===== src/rtl/cr_pkg.sv =====
// Offsets are 4-byte spaced; unmapped offsets read as zero and writes to them are dropped
package cr_pkg;

    // --------------------
    // Register map
    // --------------------

    // Writable display registers
    localparam logic [31:0] cr_seg7_0     = 32'h0000_0000;
    localparam logic [31:0] cr_seg7_1     = 32'h0000_0004;
    localparam logic [31:0] cr_seg7_2     = 32'h0000_0008;
    localparam logic [31:0] cr_seg7_3     = 32'h0000_000c;
    localparam logic [31:0] cr_seg7_4     = 32'h0000_0010;
    localparam logic [31:0] cr_seg7_5     = 32'h0000_0014;
    localparam logic [31:0] cr_led        = 32'h0000_0018;

    // Read-only board inputs
    localparam logic [31:0] cr_button_0   = 32'h0000_001c;
    localparam logic [31:0] cr_button_1   = 32'h0000_0020;
    localparam logic [31:0] cr_switch     = 32'h0000_0024;
    localparam logic [31:0] cr_joystick_x = 32'h0000_0028;
    localparam logic [31:0] cr_joystick_y = 32'h0000_002c;

    // --------------------
    // Default parameters
    // --------------------

    // Queue depth, also the credits the core starts with
    localparam int cr_credits_def  = 4;
    // Cycles a button must stay stable
    localparam int cr_debounce_def = 16;

    // --------------------
    // Board structs
    // --------------------

    // What the board sees, 58 bits
    typedef struct packed {
        logic [7:0] seg7_0;
        logic [7:0] seg7_1;
        logic [7:0] seg7_2;
        logic [7:0] seg7_3;
        logic [7:0] seg7_4;
        logic [7:0] seg7_5;
        logic [9:0] led;
    } t_fpga_out;

    // Raw board inputs, 36 bits
    typedef struct packed {
        logic        button_0;
        logic        button_1;
        logic [9:0]  switch;
        logic [11:0] joystick_x;
        logic [11:0] joystick_y;
    } t_fpga_in;

    // --------------------
    // Core channel structs
    // --------------------

    // One core access, 65 bits
    typedef struct packed {
        logic        write;    // 1 = write, 0 = read
        logic [31:0] address;
        logic [31:0] data;
    } t_cr_req;

    // Read data back to the core
    typedef struct packed {
        logic [31:0] data;
    } t_cr_rsp;

endpackage


===== src/rtl/cr_ctrl.sv =====
// Sender must respect credits; a request arriving with a full queue overwrites the head
`timescale 1ns/1ps

module cr_ctrl #(
    parameter int CREDITS = cr_pkg::cr_credits_def
) (
    input  logic            Clk,
    input  logic            rst_n,
    input  logic            req_valid,
    input  cr_pkg::t_cr_req req,
    output logic            credit_return,
    output logic            wr_en,
    output logic            rd_en,
    output logic [31:0]     address,
    output logic [31:0]     wdata
);
    import cr_pkg::*;

    // Pointer stays one bit wide for a single-entry queue
    localparam int PTR_W = (CREDITS > 1) ? $clog2(CREDITS) : 1;
    localparam int CNT_W = $clog2(CREDITS + 1);

    t_cr_req          queue_mem [CREDITS];
    logic [PTR_W-1:0] wr_ptr;
    logic [PTR_W-1:0] rd_ptr;
    logic [CNT_W-1:0] count;
    t_cr_req          head;
    logic             wr_last;
    logic             pop;

    // Wrap at CREDITS, also for depths that are not a power of two
    function automatic logic [PTR_W-1:0] ptr_inc(input logic [PTR_W-1:0] ptr);
        if (ptr == PTR_W'(CREDITS - 1)) begin
            return '0;
        end
        return ptr + 1'b1;
    endfunction

    // --------------------
    // Queue storage
    // --------------------

    // Every valid request lands here in its own cycle
    always_ff @(posedge Clk) begin
        if (req_valid) begin
            queue_mem[wr_ptr] <= req;
        end
    end

    assign head = queue_mem[rd_ptr];

    // --------------------
    // Issue
    // --------------------

    // Display regs reach the read mux one cycle after the write edge,
    // so a read right behind a write waits one cycle
    assign pop = (count != '0) && !(wr_last && !head.write);

    assign wr_en   = pop && head.write;
    assign rd_en   = pop && !head.write;
    assign address = head.address;
    assign wdata   = head.data;

    // --------------------
    // Pointers and fill
    // --------------------
    always_ff @(posedge Clk) begin
        if (!rst_n) begin
            wr_ptr        <= '0;
            rd_ptr        <= '0;
            count         <= '0;
            credit_return <= 1'b0;
            wr_last       <= 1'b0;
        end else begin
            if (req_valid) begin
                wr_ptr <= ptr_inc(wr_ptr);
            end
            if (pop) begin
                rd_ptr <= ptr_inc(rd_ptr);
            end
            // Push and pop together keep the fill
            case ({req_valid, pop})
                2'b10:   count <= count + 1'b1;
                2'b01:   count <= count - 1'b1;
                default: count <= count;
            endcase
            // One credit back per issued access, a cycle later
            credit_return <= pop;
            wr_last       <= wr_en;
        end
    end

endmodule


===== src/rtl/cr_in_sync.sv =====
// Inputs are treated as asynchronous; buttons lag by DEBOUNCE cycles after the two sync stages
`timescale 1ns/1ps

module cr_in_sync #(
    parameter int DEBOUNCE = cr_pkg::cr_debounce_def
) (
    input  logic             Clk,
    input  logic             rst_n,
    input  cr_pkg::t_fpga_in fpga_in,
    output cr_pkg::t_fpga_in fpga_in_sync
);
    import cr_pkg::*;

    localparam int CNT_W = $clog2(DEBOUNCE + 1);

    t_fpga_in         sync_1;
    t_fpga_in         sync_2;
    logic [1:0]       btn_raw;
    logic [1:0]       btn_db;
    logic [CNT_W-1:0] btn_cnt [2];

    // --------------------
    // Two-flop sync
    // --------------------

    // fpga_in -> sync_1 -> sync_2
    always_ff @(posedge Clk) begin
        if (!rst_n) begin
            sync_1 <= '0;
            sync_2 <= '0;
        end else begin
            sync_1 <= fpga_in;
            sync_2 <= sync_1;
        end
    end

    // --------------------
    // Button debounce
    // --------------------

    // Bit 0 is button_0
    assign btn_raw = {sync_2.button_1, sync_2.button_0};

    // Count cycles of disagreement, any agreement restarts the count
    always_ff @(posedge Clk) begin
        if (!rst_n) begin
            btn_db  <= '0;
            btn_cnt <= '{default: '0};
        end else begin
            for (int i = 0; i < 2; i++) begin
                if (btn_raw[i] == btn_db[i]) begin
                    btn_cnt[i] <= '0;
                end else if (btn_cnt[i] == CNT_W'(DEBOUNCE - 1)) begin
                    // DEBOUNCE-th differing cycle, take the new level
                    btn_db[i]  <= btn_raw[i];
                    btn_cnt[i] <= '0;
                end else begin
                    btn_cnt[i] <= btn_cnt[i] + 1'b1;
                end
            end
        end
    end

    // Switch and joystick straight from sync_2, buttons from debouncer
    always_comb begin
        fpga_in_sync          = sync_2;
        fpga_in_sync.button_0 = btn_db[0];
        fpga_in_sync.button_1 = btn_db[1];
    end

endmodule


===== src/rtl/cr_out_regs.sv =====
// Write data is truncated to the field width; fpga_out trails the register state by one cycle
`timescale 1ns/1ps

module cr_out_regs (
    input  logic              Clk,
    input  logic              rst_n,
    input  logic              wr_en,
    input  logic [31:0]       address,
    input  logic [31:0]       wdata,
    output cr_pkg::t_fpga_out fpga_out
);
    import cr_pkg::*;

    // state_next -> state_q -> fpga_out
    t_fpga_out state_next;
    t_fpga_out state_q;

    // --------------------
    // Write decode
    // --------------------
    always_comb begin
        state_next = state_q;
        if (wr_en) begin
            unique case (address)
                // Seven-segment bytes, low 8 bits
                cr_seg7_0: state_next.seg7_0 = wdata[7:0];
                cr_seg7_1: state_next.seg7_1 = wdata[7:0];
                cr_seg7_2: state_next.seg7_2 = wdata[7:0];
                cr_seg7_3: state_next.seg7_3 = wdata[7:0];
                cr_seg7_4: state_next.seg7_4 = wdata[7:0];
                cr_seg7_5: state_next.seg7_5 = wdata[7:0];
                // LEDs, low 10 bits
                cr_led:    state_next.led    = wdata[9:0];
                // Read-only and unmapped, hold
                default: ;
            endcase
        end
    end

    // --------------------
    // Output pipeline
    // --------------------

    // Stage 1 is the register state, stage 2 drives the board
    always_ff @(posedge Clk) begin
        if (!rst_n) begin
            state_q  <= '0;
            fpga_out <= '0;
        end else begin
            state_q  <= state_next;
            fpga_out <= state_q;
        end
    end

endmodule


===== src/rtl/cr_read_mux.sv =====
// Display fields are read from the board-facing stage; unmapped offsets return zero
`timescale 1ns/1ps

module cr_read_mux (
    input  logic              Clk,
    input  logic              rst_n,
    input  logic              rd_en,
    input  logic [31:0]       address,
    input  logic [31:0]       address_b,
    input  cr_pkg::t_fpga_out fpga_out,
    input  cr_pkg::t_fpga_in  fpga_in_sync,
    output logic              rsp_valid,
    output cr_pkg::t_cr_rsp   rsp,
    output logic [31:0]       q_b
);
    import cr_pkg::*;

    logic [31:0] core_data;
    logic [31:0] fabric_data;

    // Shared register-map decode, fields zero-extended to 32 bits
    function automatic logic [31:0] reg_decode(input logic [31:0] addr,
                                               input t_fpga_out   disp,
                                               input t_fpga_in    board);
        unique case (addr)
            // Display registers
            cr_seg7_0:     return {24'b0, disp.seg7_0};
            cr_seg7_1:     return {24'b0, disp.seg7_1};
            cr_seg7_2:     return {24'b0, disp.seg7_2};
            cr_seg7_3:     return {24'b0, disp.seg7_3};
            cr_seg7_4:     return {24'b0, disp.seg7_4};
            cr_seg7_5:     return {24'b0, disp.seg7_5};
            cr_led:        return {22'b0, disp.led};
            // Board inputs
            cr_button_0:   return {31'b0, board.button_0};
            cr_button_1:   return {31'b0, board.button_1};
            cr_switch:     return {22'b0, board.switch};
            cr_joystick_x: return {20'b0, board.joystick_x};
            cr_joystick_y: return {20'b0, board.joystick_y};
            default:       return 32'b0;
        endcase
    endfunction

    assign core_data   = reg_decode(address, fpga_out, fpga_in_sync);
    assign fabric_data = reg_decode(address_b, fpga_out, fpga_in_sync);

    // --------------------
    // Core port
    // --------------------

    // Response one cycle after issue
    always_ff @(posedge Clk) begin
        if (!rst_n) begin
            rsp_valid <= 1'b0;
        end else begin
            rsp_valid <= rd_en;
        end
    end

    // Data only loads on a read
    always_ff @(posedge Clk) begin
        if (rd_en) begin
            rsp.data <= core_data;
        end
    end

    // --------------------
    // Fabric port
    // --------------------

    // Free-running, no strobe
    always_ff @(posedge Clk) begin
        q_b <= fabric_data;
    end

endmodule


===== src/rtl/cr_mem_top.sv =====
// Core side is credit based with no response stall; fabric side is read-only
`timescale 1ns/1ps

module cr_mem_top #(
    parameter int CREDITS  = cr_pkg::cr_credits_def,
    parameter int DEBOUNCE = cr_pkg::cr_debounce_def
) (
    input  logic              Clk,
    input  logic              rst_n,
    // Core request and response
    input  logic              req_valid,
    input  cr_pkg::t_cr_req   req,
    output logic              credit_return,
    output logic              rsp_valid,
    output cr_pkg::t_cr_rsp   rsp,
    // Board and fabric
    input  cr_pkg::t_fpga_in  fpga_in,
    input  logic [31:0]       address_b,
    output logic [31:0]       q_b,
    output cr_pkg::t_fpga_out fpga_out
);
    import cr_pkg::*;

    // Issued access from the queue
    logic        wr_en;
    logic        rd_en;
    logic [31:0] address;
    logic [31:0] wdata;
    // Synchronized board inputs
    t_fpga_in    fpga_in_sync;

    // --------------------
    // Request queue
    // --------------------
    cr_ctrl #(
        .CREDITS (CREDITS)
    ) cr_ctrl_i (
        .Clk           (Clk),
        .rst_n         (rst_n),
        .req_valid     (req_valid),
        .req           (req),
        .credit_return (credit_return),
        .wr_en         (wr_en),
        .rd_en         (rd_en),
        .address       (address),
        .wdata         (wdata)
    );

    // --------------------
    // Board inputs
    // --------------------
    cr_in_sync #(
        .DEBOUNCE (DEBOUNCE)
    ) cr_in_sync_i (
        .Clk          (Clk),
        .rst_n        (rst_n),
        .fpga_in      (fpga_in),
        .fpga_in_sync (fpga_in_sync)
    );

    // Display registers, last stage shared by board and read mux
    cr_out_regs cr_out_regs_i (
        .Clk      (Clk),
        .rst_n    (rst_n),
        .wr_en    (wr_en),
        .address  (address),
        .wdata    (wdata),
        .fpga_out (fpga_out)
    );

    // Both read ports
    cr_read_mux cr_read_mux_i (
        .Clk          (Clk),
        .rst_n        (rst_n),
        .rd_en        (rd_en),
        .address      (address),
        .address_b    (address_b),
        .fpga_out     (fpga_out),
        .fpga_in_sync (fpga_in_sync),
        .rsp_valid    (rsp_valid),
        .rsp          (rsp),
        .q_b          (q_b)
    );

endmodule


===== config.mk =====
export PLATFORM = sky130hd
export DESIGN_NAME = cr_mem_top
export DESIGN_NICKNAME = d
export VERILOG_FILES = /design/src/rtl/cr_pkg.sv /design/src/rtl/cr_ctrl.sv /design/src/rtl/cr_in_sync.sv /design/src/rtl/cr_out_regs.sv /design/src/rtl/cr_read_mux.sv /design/src/rtl/cr_mem_top.sv
export SDC_FILE = /design/constraint.sdc
export NUM_CORES = 1
export LEC_CHECK = 0
export BUFFER_PORTS_ARGS = -buffer_cell sky130_fd_sc_hd__buf_2
export CORE_AREA = 4 4 162 195
export CTS_BUF_LIST = sky130_fd_sc_hd__clkbuf_2
export DETAILED_ROUTE_END_ITERATION = 10
export DIE_AREA = 0 0 166 199
export GPL_TIMING_DRIVEN = 1
export MAX_ROUTING_LAYER = met4
export PLACE_DENSITY = 0.78
export SLEW_MARGIN = 0
export SYNTH_ARGS = -nofsm -noshare
export SYNTH_HDL_FRONTEND = slang
export SYNTH_SLANG_ARGS = --single-unit

===== constraint.sdc =====
create_clock -name Clk -period 2.9 [get_ports Clk]
set_clock_uncertainty 0.15 [all_clocks]
set_input_delay 0.435 -clock Clk [delete_from_list [all_inputs] [get_ports Clk]]
set_output_delay 0.435 -clock Clk [all_outputs]
set_load 0.01 [all_outputs]

==> results of run 1 <==
[cells by family (layout without fill, tap and decap cells)]
logic type	count (synthesis)	count (layout)	share of synthesized area, %
DFF	408	408	65.9
and+or+nand+nor	324	324	12.0
buffers and inverters	160	614	5.26
muxes	121	121	9.63
AOI/OAI and AO/OA	118	118	5.73
adders and majority gates	11	11	0.956
xor gates and xnor gates	8	8	0.461
other	1	44	0.0247
[how the worst min path moves through the flow]
stage                                                      start                                     to  slack, ns  cells past startpoint
after global routing                                     req[51]   cr_ctrl_i.queue_mem[2][51]$_DFFE_PP_      0.002                      2
after CTS                                            fpga_in[23]     cr_in_sync_i.sync_1[23]$_SDFF_PN0_     0.0009                      3
after detailed placement  cr_out_regs_i.state_q[16]$_SDFFE_PN0P_  cr_out_regs_i.fpga_out[16]$_SDFF_PN0_       0.26                      2
final                                              address_b[24]           cr_read_mux_i.q_b[8]$_DFF_P_       0.02                      6
after global placement    cr_out_regs_i.state_q[57]$_SDFFE_PN0P_  cr_out_regs_i.fpga_out[57]$_SDFF_PN0_       0.26                      2
after floorplan            cr_out_regs_i.state_q[0]$_SDFFE_PN0P_   cr_out_regs_i.fpga_out[0]$_SDFF_PN0_       0.25                      2
[state kept, by name, indices dropped and copies added (netlist names), 10 cells and up, named ones only]
signal / cells
cr_in_sync_i.fpga_in_sync: 34
cr_out_regs_i.fpga_out: 58
cr_read_mux_i.rsp: 12
cr_read_mux_i.q_b: 12
cr_in_sync_i.sync_1: 36
cr_ctrl_i.queue_mem: 172
cr_out_regs_i.state_q: 58
cr_in_sync_i.btn_cnt: 10
[cell usage in the layout (no fill, tap or decap), types with 51 or more instances in the layout]
master         instances
clkbuf_2             144
dlygate4sd3_1        113
nand2_1               85
mux2i_1               91
edfxtp_1             184
and2_1                82
nor2_1                51
inv_1                 75
buf_2                196
dfxtp_1              224
[routing by layer]
| layer | vias up | wire, um |
|---|---|---|
| met4 | 0 | 2240 |
| met3 | 123 | 2860 |
| met2 | 522 | 20000 |
| met1 | 4966 | 14200 |
| li1 | 4959 | - |
| met5 | - | 0 |
[critical path: cells and delay by family]
family                 cells  cell delay (ns)
and+or+nand+nor            2             0.39
AOI/OAI and AO/OA          2             0.35
muxes                      1             0.10
buffers and inverters      6             2.22
[stage by stage]
stage / setup slack (ns) / std cells / hold slack, ns / power [mW] / area (um^2)
6_report: 0.123 / 2038 / 0.0246 / 12.1 / 18900
5_1_grt: 0.00631 / 2038 / 0.00170 / 12.7 / 18900
4_1_cts: 0.0913 / 2032 / 0.000914 / 12.2 / 18800
3_5_place_dp: 0.185 / 1738 / 0.264 / 8.40 / 16800
3_3_place_gp: 0.157 / 1738 / 0.262 / 8.34 / 16800
2_1_floorplan: 0.213 / 1190 / 0.254 / 7.71 / 15300
[layout make-up]
class	instances	area (um^2)	area share (%)
antenna	4	10.0	0.0530
clock buffer	144	721	3.82
clock inverter	37	199	1.05
inverter	75	282	1.49
multi-input combinational	622	4600	24.4
sequential	408	10000	53.0
tap	390	488	2.59
timing repair buffer	358	2570	13.6
[power breakdown]
part,switching (mW),internal (mW)
clock,2.24,1.45
combinational,1.16,0.854
sequential,0.112,6.28
total,3.52,8.58
[repair_timing]
item,in CTS,in global routing
endpoints found under the hold margin,354,1
gates resized for setup,0,7
setup endpoints to repair,0,22
hold buffers,113,1
buffers inserted,0,2
==> impl_results.md, run 1 <==
- Hold crit path type: input port to register
- Initial cell density of the core: 51.3%
- Synth top area cells: edfxtp_1, dfxtp_1, mux2i_1
- Met2 Usage GRT: 41.9%
- PwrDens: around 640 nW/um^2
- Worst VDD drop: ~0.51 mV
- Period utilisation layout: about 96%
- Least-Margin Pin Slew: 0.643 ns
- Crit path max-delay cell type: dlygate4sd3_1
- Clk root buf: clkbuf_2
- Via count: 10570
- Clk buf depth: 3
- Io pins: 260
- CTS tree: built
- Detail Placement HPWL: 27000 um
- CP Max Fanout: 14
- Hold Vio Cnt, Final: 0
- Final Setup Violations: 0
- Unique masters post-synth: 65
- Core Box Area: 29600 um^2
- Leakage Power: 7.85 nW
- Cell Chain, Critical Path: dlygate4sd3_1 > buf_2 > nor4bb_2 > dlygate4sd3_1 > buf_4 > a22oi_1 > a21oi_2 > mux2i_1 > nor3_1 > dlygate4sd3_1 > buf_4
- Max-slew headroom: a little under three fifths
- GR Util met3: 6.00%
- Critical path's largest stage delay: 0.58 ns
- Worst Setup SP: address_b[1]
- Syn Inst Count: 1151
- Die Y: 199 um
- Total congestion overflow: 0
- Row cnt: a little under 70
- Number of global-route vias before repair: 10924
- Worst EP required: 3.63 ns
- Synthesis-to-layout area growth: 24.3%
- Crit path time final: ~2.8 ns
- Nets: 1708
- FF-to-FF Start: cr_ctrl_i.queue_mem[2][53]$_DFFE_PP_
- Antenna Nets Post-Route: 0
- CTS buffer count: 96
- First-pass GRT wire length: 60300 um
- DR iter-0 viols: 816
- Drt total wl: 39300 um
- Core Util, Final: a little under two thirds
- GR peak layer: met2
- Count leader, synth: dfxtp_1
- Setup CP Type: input port to register
- Worst setup SP type: input port
- Post-DR vias/cell: ~5.2
- Filler cells: 2210
- Post-Syn Area per Cell: 13.2 um^2
- FMAX: between 0.3 and 0.4 GHz
- Initial antenna violation count: 4
- Die width: around 170 um
- Share of the yosys chip area belonging to registers: about two thirds
- Post-synth top area cell: edfxtp_1
- CTS sink cnt: 408
- Port-buffer cells: between 150 and 200
- Die area: ~33000 um^2
- Yosys warns: 0
- Clk slew on worst S/H paths: 0.10 ns
- GRT Overall Usage: between 20% and 30%
- Met1 Track Usage GR: about a quarter
- Synth top area share: a little over a third
- H-tree lvl count: 3
- Most used DFF post-synth: dfxtp_1
- R2r endpoint: cr_read_mux_i.rsp[1]$_DFFE_PP_
- FF+latch count, synth: 408
- Worst setup endpoint: cr_read_mux_i.q_b[4]$_DFF_P_
- Status: finished clean
- Synth Cell Area: 15200 um^2
- Most frequent cells after synthesis: dfxtp_1, edfxtp_1, mux2i_1, and2_1, nand2_1
- Worst R2R Path Depth: 7
- GPL Wtd Cong: between 0.9 and 1
- Flop2flop setup slack: 0.15 ns
- CP endpoint kind: register
- Slew Viols, Final: 0
- Layout cell share with drive strength beyond 1: 28.2%
- Post-synth EDFFs: 184
- Largest net degree at the start of global routing: 75
- Setup TNS: 0 ns
- Max-Cap Viols: 0
- CP most frequent cell: dlygate4sd3_1
- DR pass1 iterations: 7
- Worst skew pair latency: 0.92 ns
- RSZ-0062 raised after global routing: no
- Drc violations: 0
- WP data arrival: 3.51 ns
- Async set-reset flop share out of synthesis: 0%
- Post-DR wirelength/cell: a little under 20 um
Power figures use the tool's default switching activity.
==> run 2, diff against run 1 <==
Settings changed: ABC_AREA set to 1, CORE_AREA 4 4 162 195 to 4 4 164 198, DIE_AREA 0 0 166 199 to 0 0 168 202, PLACE_DENSITY 0.78 to 0.79.
==> run 2 against run 1 <==
  * Largest power group unchanged
  * Utilization is 0.97 points lower
  * Global-route usage up 0.25 points
  * Maximum frequency fell by 2.4%
  * Critical endpoint is now cr_read_mux_i.rsp[8]$_DFFE_PP_
  * Total power rose by 2.2%
  * Die area increased by 2.7%
  * Largest cell class unchanged
  * Critical path depth is the same
  * Via count rose by 21%
  * Routed wire length up 5.3%
  * Setup slack worse by 0.068 ns
  * Non-clock buffer count fell by 37
==> impl_results.md, run 2 <==
- Post-DP Area: 17300 um^2 (+3.3%)
- Port-buffer cells: 197 (unchanged)
- Final Setup Violations: 0 (unchanged)
- Nets: 2200 (+29%)
- Clk buf depth: 3 (unchanged)
- Most flops, register: cr_ctrl_i.queue_mem
- Syn Inst Count: 1699 (+48%)
- Row cnt: 70 (+1.4%)
- CTS tree: built
- Cell Chain, Critical Path: buf_12 > or2_1 > nor2_1 > nand2_1 > nand3_1 > nand2_4 > nor2_4 > nand2_1 > o22ai_1 > inv_1 > nand2_1
- Die width: 168 um (+1.2%)
- WP data arrival: 3.45 ns (-0.06 ns)
- Largest net degree at the start of global routing: 72 (-4.0%)
- Max-slew headroom: 52.2% (-4.9 points)
- Post-Syn Area per Cell: 9.41 um^2 (-29%)
- Met1 wire length: 15300 um (+7.7%)
- Main combinational cell family by area after synthesis: simple AND/OR/NAND/NOR gates
- Clk slew on worst S/H paths: 0.11 ns (about the same)
- Post-DR vias/cell: 5.05 (-2.7%)
- DR iter-0 viols: 1047 (+28%)
- Simple-Gate Fraction of Synth Area: 22.7% (+11 points)
- Max-Cap Viols: 0 (unchanged)
- Detail Placement HPWL: 27600 um (+2.3%)
- Hold crit path type: input port to register
- Worst skew pair latency: 0.94 ns (+0.02 ns)
- Post-synth top area cell: edfxtp_1
- Worst EP required: 3.51 ns (-0.12 ns)
- Biggest regs: cr_ctrl_i.queue_mem x172, cr_out_regs_i.fpga_out x58, cr_out_regs_i.state_q x58
- Yosys warns: 0 (unchanged)
- Synthesis-to-layout area growth: 19.3%
- Most used DFF post-synth: dfxtp_1
- Drt total wl: 41400 um (+5.3%)
- Antenna Nets Post-Route: 0 (unchanged)
- Layout cell share with drive strength beyond 1: 19.8% (-8.4 points)
- Initial cell density of the core: 52.6% (+1.3 points)
- Async set-reset flop share out of synthesis: 0% (unchanged)
- Crit path max-delay cell type: dfxtp_2
- Synth Area in Adders: 0.908% (-0.048 points)
- Leakage Power: 8.78 nW (+12%)
- Number of global-route vias before repair: 12429 (+14%)
- Worst setup SP type: register
- Unique masters post-synth: 38 (-42%)
- Crit path time final: 2.85 ns (+0.0680 ns)
- Max Used Layer: met4
- Most common cell after layout, fill and taps aside: nand2_1
- CTS sink cnt: 408 (unchanged)
- Share of the yosys chip area belonging to registers: 62.6% (-3.3 points)
- XOR/XNOR share of the synthesized area: 0% (-0.46 points)
- FMAX: 0.351 GHz (-2.4%)
- Synth Cell Area: 16000 um^2 (+5.3%)
- Clk root buf: clkbuf_2
- Core Box Area: 30400 um^2 (+2.6%)
- Mux share of post-synthesis cell area: 0% (-9.6 points)
- CTS buffer count: 93 (-3.1%)
- Initial antenna violation count: 2 (-2)
- Setup CP Type: register to register
- Via count: 12754 (+21%)
- Critical path's largest stage delay: 0.39 ns (-0.19 ns)
- Least-Margin Pin Slew: 0.716 ns (+0.0728 ns)
- First-pass GRT wire length: 64400 um (+6.8%)
- Status: finished clean
- CP Buf/Inv Count: 2 (-4)
- Slew Viols, Final: 0 (unchanged)
- Placed cells: 2265 (+30%)
- Metal2 WL: 20900 um (+4.4%)
- FF+latch count, synth: 408 (unchanged)
- Hold Vio Cnt, Final: 0 (unchanged)
- Die area: 33900 um^2 (+2.7%)
- Post-DR wirelength/cell: 16.4 um (-15%)
- Flop2flop setup slack: 0.05 ns (-0.10 ns)
- Period utilisation layout: 98.1% (+2.3 points)
- CP most frequent cell: nand2_1
- Drc violations: 0 (unchanged)
- Post-synth EDFFs: 184 (unchanged)
- Setup TNS: 0 ns (unchanged)
- Most frequent cells after synthesis: nand2_1, dfxtp_1, inv_1, edfxtp_1, nand3_1
- Crit path max-delay family: simple AND/OR/NAND/NOR gates
- CP endpoint kind: register
- H-tree lvl count: 3 (unchanged)
- Final instance area: 19100 um^2 (+1.1%)
- Synth top area cells: edfxtp_1, dfxtp_1, nand2_1
- Compound-Gate Fraction of Synth Area: 4.84% (-0.90 points)
- DR pass1 iterations: 7 (unchanged)
- Synth top area share: 34.6% (-1.8 points)
- Count leader, synth: nand2_1
- RSZ-0062 raised after global routing: no
- GPL Wtd Cong: 0.970 (+0.87%)
- GRT Overall Usage: 24.5% (+0.25 points)
- Max reg flops: 172 (unchanged)
- Leading cell types in the layout, fill and taps excluded: nand2_1, dfxtp_1, inv_1
- Total congestion overflow: 0 (unchanged)
- Non-Filler Instances: 2528 (+24%)
- PwrDens: 648 nW/um^2 (+1.1%)
- Worst VDD drop: 0.634 mV (+23%)
- Wire length on met3: 3660 um (+28%)
- Die Y: 202 um (+1.5%)
- Io pins: 260 (unchanged)
- CP Max Fanout: 22 (+8)
==> run 2: cell types whose count changed after synthesis, sizes merged, moves of 19 or more <==
cell   previous run  this run
inv              75       209
nand2            85       414
mux4             19         0
nor4             31         0
nand4             4        29
and2             87         0
nor2             53       180
mux2i            91         0
nand3            12       177
a21oi            24        72
o21ai            13        41
a22oi            25         0
==> run 2: worst paths after layout <==
kind,startpoint,endpoint,depth (start not counted)
hold / removal,fpga_in[2],cr_in_sync_i.sync_1[2]$_SDFF_PN0_,4
hold reg to reg,cr_in_sync_i.sync_1[1]$_SDFF_PN0_,cr_in_sync_i.fpga_in_sync[1]$_SDFF_PN0_,2
setup / recovery,register,cr_read_mux_i.rsp[8]$_DFFE_PP_,11
setup reg to reg,register,cr_read_mux_i.rsp[8]$_DFFE_PP_,11
==> run 2: worst min-delay path: stages <==
cell and delay (ns):
dlygate4sd3_1 0.52, buf_2 0.10, nand2_1 0.05, inv_1 0.04
==> run 2: metrics by stage <==
step / utilization (%) / total power, mW / setup WS [ns] / hold slack [ns]
4_1_cts: 62.7 / 12.4 / 0.132 / 0.00498
3_5_place_dp: 57.0 / 8.82 / 0.0830 / 0.251
3_3_place_gp: 57.0 / 8.74 / 0.200 / 0.246
5_1_grt: 62.8 / 13.0 / 0.000828 / 0.0300
6_report: 62.8 / 12.4 / 0.0547 / 0.0778
2_1_floorplan: - / 8.06 / 0.517 / 0.240
==> run 2: routing by layer <==
metal / track usage, % / vias to the layer above
met5: - / -
met4: 10.1 / 0
met3: 5.26 / 101
met2: 42.0 / 635
met1: 28.0 / 5812
li1: - / 6206
==> run 2: cell families (layout without fill, tap and decap cells) <==
kind of cell	after synthesis	in the layout
buffers and inverters	313	704
AO/OA/AOI/OAI	143	143
other	1	43
adder cells (fa/ha/maj)	11	11
flip-flops	408	408
AND/OR/NAND/NOR	823	823
==> run 2: repair_timing <==
item,CTS,global route
pin swaps,1,2
gates resized for setup,0,4
endpoints found under the hold margin,260,0
hold buffers,88,0
buffers inserted,1,0
setup endpoints to repair,4,59
==> run 2: final cells by class <==
type	instances	area [um^2]
Antenna cell	3	7.51
Clock buffer	132	661
Clock inverter	39	194
Fill cell	2445	11300
Inverter	212	806
Multi-Input combinational cell	1017	4710
Sequential cell	408	10000
Tap cell	396	495
Timing Repair Buffer	321	2190
==> run 2: power breakdown <==
part	switching (mW)	internal (mW)
Combinational	1.68	0.732
Sequential	0.109	6.31
Clock	2.20	1.33
Total	3.99	8.37
